===== src/burst_split_pkg.sv =====
package burst_split_pkg;

  // --------------------------------------------------
  // Bus widths
  // --------------------------------------------------
  localparam int unsigned ADDR_W = 32;
  localparam int unsigned DATA_W = 32;
  localparam int unsigned ID_W   = 4;

  // Burst length minus one, as carried on AR
  typedef logic [7:0] len_t;
  // log2 of bytes per beat
  typedef logic [2:0] size_t;
  typedef logic [1:0] burst_t;
  typedef logic [1:0] resp_t;

  // AXI4 burst type codes
  localparam burst_t BURST_FIXED = 2'b00;
  localparam burst_t BURST_INCR  = 2'b01;
  localparam burst_t BURST_WRAP  = 2'b10;

  // --------------------------------------------------
  // Channel payloads
  // --------------------------------------------------
  typedef struct packed {
    logic [ID_W-1:0]   id;
    logic [ADDR_W-1:0] addr;
    len_t              len;
    size_t             size;
    burst_t            burst;
  } ar_chan_t;

  typedef struct packed {
    logic [ID_W-1:0]   id;
    logic [DATA_W-1:0] data;
    resp_t             resp;
    logic              last;
  } r_chan_t;

endpackage


===== src/ar_splitter.sv =====
`timescale 1ns/1ps

module ar_splitter import burst_split_pkg::*; #(
  parameter int unsigned MAX_TXNS = 4
) (
  input  logic                clk_i,
  input  logic                reset_i,
  // Upstream AR
  input  ar_chan_t            ar_i,
  input  logic                ar_valid_i,
  output logic                ar_ready_o,
  // Downstream AR
  output ar_chan_t            ar_o,
  output logic                ar_valid_o,
  input  logic                ar_ready_i,
  // Length slot ring
  input  logic [MAX_TXNS-1:0] slot_busy_i,
  output logic [MAX_TXNS-1:0] slot_load_o,
  output len_t                slot_len_o
);

  localparam int unsigned PTR_W = (MAX_TXNS > 1) ? $clog2(MAX_TXNS) : 1;

  typedef enum logic {
    IDLE,
    BUSY
  } state_t;

  state_t           state_q, state_d;
  ar_chan_t         ar_q, ar_d;
  logic [PTR_W-1:0] wr_ptr_q;
  logic             alloc;
  logic             wr_slot_free;

  // Address of the following beat, FIXED bursts stay on the base
  function automatic logic [ADDR_W-1:0] next_addr(ar_chan_t ar);
    if (ar.burst == BURST_INCR) begin
      return ar.addr + (ADDR_W'(1) << ar.size);
    end
    return ar.addr;
  endfunction

  assign wr_slot_free = ~slot_busy_i[wr_ptr_q];

  // --------------------------------------------------
  // Split FSM
  // --------------------------------------------------
  always_comb begin
    state_d    = state_q;
    ar_d       = ar_q;
    ar_o       = ar_q;
    ar_o.len   = '0;
    ar_valid_o = 1'b0;
    ar_ready_o = 1'b0;
    alloc      = 1'b0;
    case (state_q)
      IDLE: begin
        ar_o     = ar_i;
        ar_o.len = '0;
        if (ar_valid_i && wr_slot_free) begin
          ar_valid_o = 1'b1;
          if (ar_i.len == '0) begin
            // Single beat goes straight through
            ar_ready_o = ar_ready_i;
            alloc      = ar_ready_i;
          end else begin
            // Take the burst now and keep it for the remaining beats
            ar_ready_o = 1'b1;
            alloc      = 1'b1;
            ar_d       = ar_i;
            state_d    = BUSY;
            if (ar_ready_i) begin
              ar_d.len  = ar_i.len - len_t'(1);
              ar_d.addr = next_addr(ar_i);
            end
          end
        end
      end
      BUSY: begin
        ar_valid_o = 1'b1;
        if (ar_ready_i) begin
          if (ar_q.len == '0) begin
            state_d = IDLE;
          end else begin
            ar_d.len  = ar_q.len - len_t'(1);
            ar_d.addr = next_addr(ar_q);
          end
        end
      end
      default: state_d = IDLE;
    endcase
  end

  // Load the slot under the write pointer
  always_comb begin
    slot_load_o           = '0;
    slot_load_o[wr_ptr_q] = alloc;
  end
  assign slot_len_o = ar_i.len;

  always_ff @(posedge clk_i) begin
    if (reset_i) begin
      state_q  <= IDLE;
      wr_ptr_q <= '0;
    end else begin
      state_q <= state_d;
      if (alloc) begin
        wr_ptr_q <= (wr_ptr_q == PTR_W'(MAX_TXNS - 1)) ? '0 : wr_ptr_q + PTR_W'(1);
      end
    end
  end

  // Held burst with beats left and next address
  always_ff @(posedge clk_i) begin
    ar_q <= ar_d;
  end

  // A pending downstream request holds its payload until taken
  assert property (@(posedge clk_i) disable iff (reset_i)
    ar_valid_o && !ar_ready_i |=> ar_valid_o && $stable(ar_o))
    else $error("ar_splitter: downstream request changed before acceptance");

  // Upstream keeps WRAP bursts to a single beat
  assert property (@(posedge clk_i) disable iff (reset_i)
    (ar_valid_i && ar_i.burst == BURST_WRAP) |-> ar_i.len == '0)
    else $error("ar_splitter: WRAP burst longer than one beat offered");

endmodule


===== src/axi_read_splitter.sv =====
`timescale 1ns/1ps

module axi_read_splitter import burst_split_pkg::*; #(
  parameter int unsigned MAX_TXNS = 4
) (
  input  logic     clk_i,
  input  logic     reset_i,
  // Upstream
  input  ar_chan_t ar_i,
  input  logic     ar_valid_i,
  output logic     ar_ready_o,
  output r_chan_t  r_o,
  output logic     r_valid_o,
  input  logic     r_ready_i,
  // Downstream
  output ar_chan_t ar_o,
  output logic     ar_valid_o,
  input  logic     ar_ready_i,
  input  r_chan_t  r_i,
  input  logic     r_valid_i,
  output logic     r_ready_o
);

  logic [MAX_TXNS-1:0] slot_load;
  logic [MAX_TXNS-1:0] slot_busy;
  logic [MAX_TXNS-1:0] slot_dec;
  len_t                slot_len;
  len_t [MAX_TXNS-1:0] slot_remain;

  ar_splitter #(
    .MAX_TXNS (MAX_TXNS)
  ) i_ar_splitter (
    .clk_i       (clk_i),
    .reset_i     (reset_i),
    .ar_i        (ar_i),
    .ar_valid_i  (ar_valid_i),
    .ar_ready_o  (ar_ready_o),
    .ar_o        (ar_o),
    .ar_valid_o  (ar_valid_o),
    .ar_ready_i  (ar_ready_i),
    .slot_busy_i (slot_busy),
    .slot_load_o (slot_load),
    .slot_len_o  (slot_len)
  );

  // --------------------------------------------------
  // Ring of outstanding bursts
  // --------------------------------------------------
  for (genvar i = 0; i < MAX_TXNS; i++) begin : gen_slot
    len_slot i_len_slot (
      .clk_i    (clk_i),
      .reset_i  (reset_i),
      .load_i   (slot_load[i]),
      .len_i    (slot_len),
      .dec_i    (slot_dec[i]),
      .busy_o   (slot_busy[i]),
      .remain_o (slot_remain[i])
    );
  end

  r_last_tracker #(
    .MAX_TXNS (MAX_TXNS)
  ) i_r_last_tracker (
    .clk_i         (clk_i),
    .reset_i       (reset_i),
    .r_i           (r_i),
    .r_valid_i     (r_valid_i),
    .r_ready_o     (r_ready_o),
    .r_o           (r_o),
    .r_valid_o     (r_valid_o),
    .r_ready_i     (r_ready_i),
    .slot_busy_i   (slot_busy),
    .slot_remain_i (slot_remain),
    .slot_dec_o    (slot_dec)
  );

endmodule


===== src/len_slot.sv =====
`timescale 1ns/1ps

module len_slot import burst_split_pkg::*; (
  input  logic clk_i,
  input  logic reset_i,
  // Written by the AR splitter
  input  logic load_i,
  input  len_t len_i,
  // Drained by the R tracker
  input  logic dec_i,
  output logic busy_o,
  output len_t remain_o
);

  // Beats still expected, up to 256
  logic [8:0] cnt_q;
  logic [8:0] remain;

  always_ff @(posedge clk_i) begin
    if (reset_i) begin
      cnt_q <= '0;
    end else if (load_i) begin
      cnt_q <= {1'b0, len_i} + 9'd1;
    end else if (dec_i) begin
      cnt_q <= cnt_q - 9'd1;
    end
  end

  assign busy_o = (cnt_q != '0);

  // Zero on the last beat of the burst
  assign remain   = cnt_q - 9'd1;
  assign remain_o = remain[7:0];

  // --------------------------------------------------
  // Ring discipline
  // --------------------------------------------------
  // R beats only arrive for bursts that were issued
  assert property (@(posedge clk_i) disable iff (reset_i)
    dec_i |-> busy_o)
    else $error("len_slot: decrement of a free slot");

  // Writer never overtakes the reader
  assert property (@(posedge clk_i) disable iff (reset_i)
    load_i |-> !busy_o)
    else $error("len_slot: load of a busy slot");

endmodule


===== src/r_last_tracker.sv =====
`timescale 1ns/1ps

module r_last_tracker import burst_split_pkg::*; #(
  parameter int unsigned MAX_TXNS = 4
) (
  input  logic                clk_i,
  input  logic                reset_i,
  // Downstream R
  input  r_chan_t             r_i,
  input  logic                r_valid_i,
  output logic                r_ready_o,
  // Upstream R
  output r_chan_t             r_o,
  output logic                r_valid_o,
  input  logic                r_ready_i,
  // Length slot ring
  input  logic [MAX_TXNS-1:0] slot_busy_i,
  input  len_t [MAX_TXNS-1:0] slot_remain_i,
  output logic [MAX_TXNS-1:0] slot_dec_o
);

  localparam int unsigned PTR_W = (MAX_TXNS > 1) ? $clog2(MAX_TXNS) : 1;

  // Points at the oldest outstanding burst
  logic [PTR_W-1:0] rd_ptr_q;
  logic             head_busy;
  len_t             head_remain;
  logic             head_last;
  logic             beat_done;

  assign head_busy   = slot_busy_i[rd_ptr_q];
  assign head_remain = slot_remain_i[rd_ptr_q];
  assign head_last   = (head_remain == '0);

  // --------------------------------------------------
  // R channel
  // --------------------------------------------------
  // Payload passes through, last comes from the head slot
  always_comb begin
    r_o      = r_i;
    r_o.last = head_last;
  end

  assign r_valid_o = r_valid_i & head_busy;
  assign r_ready_o = r_ready_i & head_busy;

  // Beat counted only once upstream has taken it
  assign beat_done = r_valid_o & r_ready_i;

  // --------------------------------------------------
  // Slot drain
  // --------------------------------------------------
  always_comb begin
    slot_dec_o           = '0;
    slot_dec_o[rd_ptr_q] = beat_done;
  end

  always_ff @(posedge clk_i) begin
    if (reset_i) begin
      rd_ptr_q <= '0;
    end else if (beat_done && head_last) begin
      // Burst complete, move on to the next slot
      rd_ptr_q <= (rd_ptr_q == PTR_W'(MAX_TXNS - 1)) ? '0 : rd_ptr_q + PTR_W'(1);
    end
  end

  // Downstream returns beats only for issued requests and in order
  assert property (@(posedge clk_i) disable iff (reset_i)
    r_valid_i |-> head_busy)
    else $error("r_last_tracker: R beat with no outstanding burst");

endmodule


===== config.mk =====
export PLATFORM = sky130hd
export DESIGN_NAME = axi_read_splitter
export DESIGN_NICKNAME = d
export VERILOG_FILES = /design/src/burst_split_pkg.sv /design/src/ar_splitter.sv /design/src/axi_read_splitter.sv /design/src/len_slot.sv /design/src/r_last_tracker.sv
export SDC_FILE = /design/constraint.sdc
export NUM_CORES = 1
export LEC_CHECK = 0
export ABC_CLOCK_PERIOD_IN_PS = 6410
export BUFFER_PORTS_ARGS = -buffer_cell sky130_fd_sc_hd__buf_2
export CORE_ASPECT_RATIO = 1.75
export CORE_MARGIN = 2
export CORE_UTILIZATION = 55
export CTS_CLUSTER_SIZE = 28
export DETAILED_ROUTE_END_ITERATION = 8
export PLACE_DENSITY = 0.86
export SLEW_MARGIN = 15
export SYNTH_ARGS = -nofsm -noshare
export SYNTH_HDL_FRONTEND = slang
export SYNTH_SLANG_ARGS = --single-unit

===== constraint.sdc =====
create_clock -name clk_i -period 6.41 [get_ports clk_i]
set_input_delay 0.641 -clock clk_i [delete_from_list [all_inputs] [get_ports clk_i]]
set_output_delay 0.641 -clock clk_i [all_outputs]
set_load 0.03 [all_outputs]

-- After elaboration in Yosys (flattened, before gate mapping)
Cells that the tools add are included.
- register bits: 90
- latch bits: 0
- memory bits (writable): 0
- ROM bits: 0
- output and inout bits: 92
- word-level logic and storage cells: 114
- memories: 0
- add/sub/neg operators: 11
- multiply operators: 0
- divide/modulo/power cells: 0
- $lt $le $gt $ge: 4
- equality and inequality tests: 9
- shift operators: 2
- muxes and demuxes: 50
- bitwise gates (word level): 8
- reduce and logical (&&, ||, !) cells: 18
- operators with widths (cell ; number):
    32-bit two-way mux ; 4
    40-bit two-way mux ; 3
    45-bit two-way mux ; 2
    40-bit case mux with 2 select lines ; 1
    9-bit two-way mux ; 8
    32-bit adder ; 2
    1-bit by 3-bit left shift with 32-bit output (first input constant) ; 2
    49-bit two-way mux ; 1
    9-bit nonzero test ; 4
    9-bit by 1-bit subtractor with 9-bit output (second input constant) ; 4
    8-bit logical NOT ; 3
    1-bit two-way mux ; 21
    8-bit binary-select mux with 2-bit select ; 1
    8-bit by 1-bit subtractor with 8-bit output (second input constant) ; 2
    8-bit by 1-bit adder with 9-bit output (second input constant) ; 1
    4-bit AND ; 2
    8-bit two-way mux ; 1
    2-bit inequality test (second input constant) ; 4
    2-bit nonzero test ; 4
    2-bit by 3-bit less-than comparator with 1-bit output (second input constant) ; 2
    5-bit AND reduction ; 1
    2-bit by 1-bit adder with 2-bit output (second input constant) ; 2
    1-bit binary-select mux with 2-bit select ; 2
    1-bit demux with 2-bit select ; 2
    other kinds (11) ; 23

-- Depth between registers and ports, before layout
Gate-level depths: netlist of the first run.
- word-level depth: 12
- mapped depth: 13

-- Modules after synthesis
A second synthesis of the first run with hierarchy kept.
- cells, all modules: 979
- area, all modules: 8483.1 µm²
- by module, submodules not included (module ; times used ; cells each ; area an instance (µm²)):
    ar_splitter ; 1 ; 518 ; 4837.1
    len_slot ; 4 ; 94 ; 747.0
    r_last_tracker ; 1 ; 85 ; 658.1

-- Worst setup path before layout of the first run
OpenSTA, ideal clock, no wires.
- path kind: register to register
- start point: reg gen_slot[3].i_len_slot.cnt_q[0]
- end point: reg i_ar_splitter.ar_q[13] (netlist name), enable pin
- arrival time: 4.447 ns
- data required time: 5.978 ns
- slack: 1.531 ns
- stages on the path, launching flop included: 12
- clock period less this slack: 4.879 ns
- cells stage by stage: dfxtp_1 > inv_1 > ha_1 > or3b_1 > clkbuf_2 > or4_1 > mux4_2 > or3_1 > clkbuf_1 > inv_1 > a21oi_1 > a21oi_1
- longest elaborated chain between the ends: 7
- RTL lines (what ; line ; source):
    start: declaration ; len_slot.sv:16 ; logic [8:0] cnt_q;
    start signal: assignment ; len_slot.sv:23 ; cnt_q <= {1'b0, len_i} + 9'd1;
    start signal: assignment ; len_slot.sv:25 ; cnt_q <= cnt_q - 9'd1;
    9-bit nonzero test ; len_slot.sv:29 ; assign busy_o = (cnt_q != '0);
    1-bit binary-select mux with 2-bit select ; ar_splitter.sv:43 ; assign wr_slot_free = ~slot_busy_i[wr_ptr_q];
    1-bit two-way mux (not written as such) ; ar_splitter.sv:43 ;
    1-bit inverter ; ar_splitter.sv:43 ;
    1-bit logical AND ; ar_splitter.sv:60 ; if (ar_valid_i && wr_slot_free) begin
    2-bit by 1-bit inequality test with 1-bit output (no line) ; -- ;
    5-bit AND reduction (no line) ; -- ;
    end signal: assignment ; ar_splitter.sv:115 ; ar_q <= ar_d;
    end: declaration ; ar_splitter.sv:30 ; ar_chan_t ar_q, ar_d;
No other way between the ends. The select of a mux whose other input is x is not followed.
A chain may end at the register's enable or synchronous reset.

-- Final worst setup path of the first run
- start point: reg gen_slot[3].i_len_slot.cnt_q[0]
- end point: reg i_ar_splitter.ar_q[39] (netlist name), enable pin
The elaborated chain is that of the path after synthesis.

==> flow_summary_export.csv, run 1 <==
group,metric,value,unit
logic_synthesis,syn_area,7570,um2
timing,slew_violations,0,
placement,pre_cts_slack,1.642,ns
final_layout,synthToLayoutAreaGrowth,6.331,%
pwr,power.leakage,2.987,nW
setup_path,critPathMaxFanout,40,
drt,drtPass1Iterations,6,
final_layout,nNetsFinal,1021,
pwr,vdd_drop_max,0.2626,mV
clocking,clock-sinks,90,
status,status,"finished, final reports clean",
clocking,cts_tree,"done",
final_layout,fin_area,8049,um2
setup_path,path_class,"flop to flop",
timing,finClkSkew,0.01132,ns
timing,hold_viol,0,
global_route,grt_max_degree,53,
clocking,insertion_delay,0.35,ns
global_route,grt_pass1_vias,6490,
clocking,cts.repair.resized,0,
clocking,clkTransAtPathRegs,0.07,ns
logic_synthesis,async_reset_ff_share,0,%
floorplan,die_x,92.69,um
timing,setup_tns,0,ns
logic_synthesis,yosysWarnings,0,
timing,slew_headroom,27.08,%
logic_synthesis,avgSynthCellArea,8.721,um2
global_route,grt_use_total,26.00,%
clocking,cts_buffers,9,
drt,final_antenna_net_count,0,
clocking,ctsHoldBuffers,0,
final_layout,final_common_cell,"buf_2",
placement,io_buffers,100,
global_route,grt_overflow,0,
logic_synthesis,synth.distinct_cells,70,
clocking,cts-htree-levels,3,
logic_synthesis,syn_inst,868,
final_layout,final_cell_mix,"100 x buf_2, 77 x nor2_1, 61 x xnor2_1",
final_layout,diodes,0,
logic_synthesis,synth_ff_type,"edfxtp_1",
logic_synthesis,seq_area_frac_synth,30.28,%
clocking,post_cts_buffers,0,
worst_hold_path,hp-class,"input port to flop",
drt,drtIter0Drc,350,
floorplan,die_area,14760,um2
timing,worst_hold_slack,0.4805,ns
run,maxCapViolations,0,
floorplan,initial_core_util,56.27,%
setup_path,endpoint_kind,"flop",
global_route,antenna_found_initial,0,
drt,viasPerCell,6.179,
timing,worst_slack,1.639,ns
timing,max_freq,209.6,MHz
placement,dpl.hpwl,14.19,mm
setup_path,required,6.37,ns
pwr,p_total,2.977,mW
setup_path,crit_arrival,4.73,ns
clocking,clk_path_buf_depth,2,
floorplan,core_region_area,13450,um2
timing,finalSetupViolCount,0,
global_route,grt_pass1_wl,31.09,mm
timing,period_needed,4.771,ns
drt,totalWireLength,19.35,mm
drt,drc,0,
pwr,power_density,369.9,nW/um2
drt,vias,6624,
logic_synthesis,synth-seq-cells,90,
clocking,clockRootBuffer,"clkbuf_16",
logic_synthesis,synth_edf_count,49,
timing,tightestPinTransition,1.091,ns
floorplan,die_h,159.2,um
drt,post_drt_wl_per_cell,18.05,um
setup_path,start_kind,"flop",
floorplan,rows,56,
timing,rsz0062_at_grt,"no",
floorplan,io_pins,186,
placement,placedInstanceArea,7771,um2
timing,post-route-period-util,74.43,%
final_layout,drive_gt1_share,19.38,%
placement,gp_congestion,0.9355,
logic make-up (layout without fill, tap and decap cells):
| family | Yosys count | count (layout) | synth area share (%) |
|---|---|---|---|
| xor gates and xnor gates | 112 | 112 | 12.96 |
| buffers and inverters | 133 | 156 | 9.471 |
| other | 1 | 8 | 0.04954 |
| adders and majority gates | 34 | 34 | 5.818 |
| and+or+nand+nor | 304 | 304 | 20.89 |
| AOI/OAI and AO/OA | 148 | 148 | 13.42 |
| muxes | 46 | 46 | 7.107 |
| DFF | 90 | 90 | 30.28 |
report_power, final:
| part | switching [mW] | total, mW | internal, mW |
|---|---|---|---|
| Sequential | 0.169 | 1.04 | 0.875 |
| Clock | 0.244 | 0.512 | 0.268 |
| Combinational | 0.911 | 1.42 | 0.510 |
sequential cells by signal (all words and copies together), names as in the netlist:
register and flops:
i_ar_splitter.wr_ptr_q 2, gen_slot.i_len_slot.cnt_q 36, i_ar_splitter.ar_q 49, i_ar_splitter.state_q 1
i_r_last_tracker.rd_ptr_q 2
cell usage after synthesis, types with 31 or more instances:
cell type,instances,area (um2)
nor2_1,77,289.0
xnor2_1,61,534.3
nand2_1,57,214.0
xor2_1,51,446.7
edfxtp_1,49,1471
buf_4,48,360.4
dfxtp_1,41,820.8
mux2_2,39,439.2
clkbuf_1,38,142.6
inv_1,36,135.1
o22ai_1,33,206.5
ha_1,32,400.4
nand3_1,31,155.2
nand4_1,31,193.9
worst max-delay path, stage by stage, from the launching register on:
cell and delay (ns):
dfxtp_1 0.37, inv_1 0.08, ha_1 0.19, or3b_1 0.45
or4_1 0.47, mux4_2 0.57, or3_1 0.39, buf_4 0.28
inv_1 0.50, a21oi_1 0.18, a21oi_4 0.88
layer usage:
| layer | wire (um) | global-route usage [%] |
|---|---|---|
| met5 | 0 | 0 |
| met4 | 1041 | 15.84 |
| met3 | 1087 | 3.549 |
| met2 | 10140 | 46.35 |
| met1 | 7081 | 28.64 |
metrics by stage:
stage / cells / util, %
4_1_cts: 1072 / 59.83
6_report: 1072 / 59.83
2_1_floorplan: 875 / -
5_1_grt: 1072 / 59.83
3_5_place_dp: 1056 / 57.77
3_3_place_gp: 1056 / 57.77
worst paths after layout:
check,from,endpoint,slack (ns),cells after the start
worst max-delay path,gen_slot[3].i_len_slot.cnt_q[0],i_ar_splitter.ar_q[39],1.64,10
worst min-delay path,ar_i[45],i_ar_splitter.ar_q[45],0.48,1
worst max register to register,gen_slot[3].i_len_slot.cnt_q[0],i_ar_splitter.ar_q[39],1.64,10
worst min register to register,i_r_last_tracker.rd_ptr_q[1],i_r_last_tracker.rd_ptr_q[1],0.54,2
layout make-up:
cell class	instances	area, um2
clock buffers	10	229.0
clock inverters	6	48.80
fillers	1203	5404
inverters	37	138.9
multi-input cells	652	4598
flip-flops and latches	90	2293
well taps	174	217.7
repair buffers	103	523.0
No activity file was read; power rests on OpenSTA's default activity.
==> run 2: changes to the inputs <==
ABC_CLOCK_PERIOD_IN_PS = 3900   (was 6410)
CORE_UTILIZATION = 50   (was 55)
PLACE_DENSITY = 0.83   (was 0.86)
clock period = 3.9 ns   (was 6.41 ns; I/O delays follow)
==> flow_summary_export.csv, run 2 (same netlist as run 1, synthesis figures left out) <==
group,metric,value,unit
worst_hold_path,hp-start,"ar_i[48]",
timing,slew_violations,0,
timing,post-route-period-util,92.39,%
timing,rsz0062_at_grt,"no",
final_layout,nNetsFinal,1029,
status,status,"finished, final reports clean",
pwr,vdd_drop_max,0.3969,mV
global_route,grt_max_degree,53,
clocking,insertion_delay,0.35,ns
drt,drtIter0Drc,305,
setup_path,setup.worst_path.start,"gen_slot[3].i_len_slot.cnt_q[0]",
drt,vias,6644,
floorplan,io_pins,186,
final_layout,largest_register_ffs,49,
floorplan,initial_core_util,51.02,%
global_route,grt_pass1_wl,31.74,mm
final_layout,top_regs,"i_ar_splitter.ar_q x49, gen_slot.i_len_slot.cnt_q x36",
drt,totalWireLength,19.53,mm
timing,tightestPinTransition,0.8266,ns
drt,drc,0,
drt,final_antenna_net_count,0,
final_layout,multi_input_area,4598,um2
pwr,p_total,5.027,mW
final_layout,fin_util,54.97,%
clocking,cts.repair.resized,0,
setup_path,slowest_delay,0.56,ns
setup_path,crit_chain,"inv_1 > ha_1 > or3b_1 > or4_1 > mux4_2 > nor3_4 > buf_2",
drt,drtPass1Iterations,5,
global_route,grt_overflow,0,
placement,dpl.hpwl,14.36,mm
pwr,power.leakage,3.038,nW
setup_path,start_kind,"flop",
setup_path,crit_arrival,3.21,ns
timing,max_freq,277.5,MHz
clocking,cts_tree,"done",
worst_hold_path,hold_end,"i_ar_splitter.ar_q[48]",
global_route,antenna_found_initial,0,
setup_path,endpoint_kind,"output port",
timing,hold_viol,0,
clocking,ctsHoldBuffers,0,
clocking,clock-sinks,90,
final_layout,final_cell_mix,"100 x buf_2, 77 x nor2_1, 61 x xnor2_1",
timing,period_needed,3.603,ns
timing,finalSetupViolCount,0,
setup_path,reg2reg_from,"gen_slot[3].i_len_slot.cnt_q[0]",
worst_hold_path,hp-class,"input port to flop",
final_layout,final_common_cell,"buf_2",
drt,viasPerCell,6.101,
floorplan,die_x,97.01,um
run,maxCapViolations,0,
final_layout,seq_area,2293,um2
global_route,grt_pass1_vias,6533,
clocking,cts-htree-levels,3,
drt,post_drt_wl_per_cell,17.94,um
clocking,cts_buffers,9,
timing,setup_tns,0,ns
setup_path,r2r-end,"i_ar_splitter.ar_q[20]",
placement,io_buffers,100,
clocking,post_cts_buffers,0,
clocking,clockRootBuffer,"clkbuf_16",
clocking,clkTransAtPathRegs,0.07,ns
setup_path,required,3.51,ns
timing,finClkSkew,0.01075,ns
setup_path,ff2ff_path_depth,10,
global_route,grt_use_total,23.87,%
timing,slew_headroom,44.90,%
floorplan,die_area,16180,um2
floorplan,die_h,166.8,um
final_layout,largest_register,"i_ar_splitter.ar_q",
final_layout,synthToLayoutAreaGrowth,7.752,%
clocking,clk_path_buf_depth,2,
setup_path,crit_family,"simple AND/OR/NAND/NOR gates",
floorplan,core_region_area,14840,um2
final_layout,nFillCells,1337,
setup_path,path_buf_inv,2,
placement,gp_congestion,0.9307,
final_layout,drive_gt1_share,20.20,%
final_layout,diodes,0,
setup_path,critPathMaxFanout,10,
setup_path,path_class,"flop to output port",
worst_hold_path,hold_path_depth,1,
setup_path,slowest_stage,"mux4_2",
setup_path,r2r_slack,0.47,ns
pwr,power_density,616.4,nW/um2
floorplan,rows,59,
-- run 2: how the worst max path moves through the flow --
stage          cells after the start                      to  slack, ns
2_1_floorplan                     11  i_ar_splitter.ar_q[13]       0.03
3_3_place_gp                      10  i_ar_splitter.ar_q[22]       0.53
3_5_place_dp                      10  i_ar_splitter.ar_q[23]       0.51
4_1_cts                            7              ar_ready_o       0.30
5_1_grt                            7              ar_ready_o       0.17
6_report                           7              ar_ready_o       0.30
-- run 2: power breakdown --
| part | switching (mW) | internal, mW | total (mW) |
|---|---|---|---|
| sequential | 0.279 | 1.43 | 1.71 |
| clock | 0.394 | 0.501 | 0.896 |
| combinational | 1.51 | 0.914 | 2.42 |
| total | 2.18 | 2.84 | 5.03 |
-- run 2: layer usage --
metal	wire (um)	part of all wire [%]	vias to the layer above	GRT usage [%]
met4	995	5.1	0	13.96
met3	1110	5.7	64	3.861
li1	-	-	3146	-
met2	10510	54	267	44.63
met5	0	0	-	0
met1	6918	35	3167	24.64
-- run 2: worst reg2reg max path, delay by kind of cell, from the launching register on --
family | cells | cell delay [ns]
multiplexers | 1 | 0.56
buffers and inverters | 3 | 0.40
AO/OA/AOI/OAI | 2 | 0.26
AND/OR/NAND/NOR | 3 | 1.34
adder cells (fa/ha/maj) | 1 | 0.19
flip-flops | 1 | 0.37
-- run 2: stage by stage --
step / area, um2 / hold WS (ns) / instances / setup WS, ns
4_1_cts: 8157 / 0.2127 / 1089 / 0.3023
3_3_place_gp: 7855 / 0.5096 / 1073 / 0.5324
5_1_grt: 8157 / 0.2186 / 1089 / 0.1733
6_report: 8157 / 0.2268 / 1089 / 0.2967
3_5_place_dp: 7855 / 0.5191 / 1073 / 0.5080
2_1_floorplan: 7607 / 0.4867 / 875 / 0.03257
-- run 2: cell type report --
type                            instances  share of cell area [%]
Tap cell                              183                   2.807
Clock buffer                            9                   2.761
Timing Repair Buffer                  111                   7.302
Inverter                               37                   1.703
Sequential cell                        90                   28.12
Clock inverter                          7                  0.9357
Multi-Input combinational cell        652                   56.37
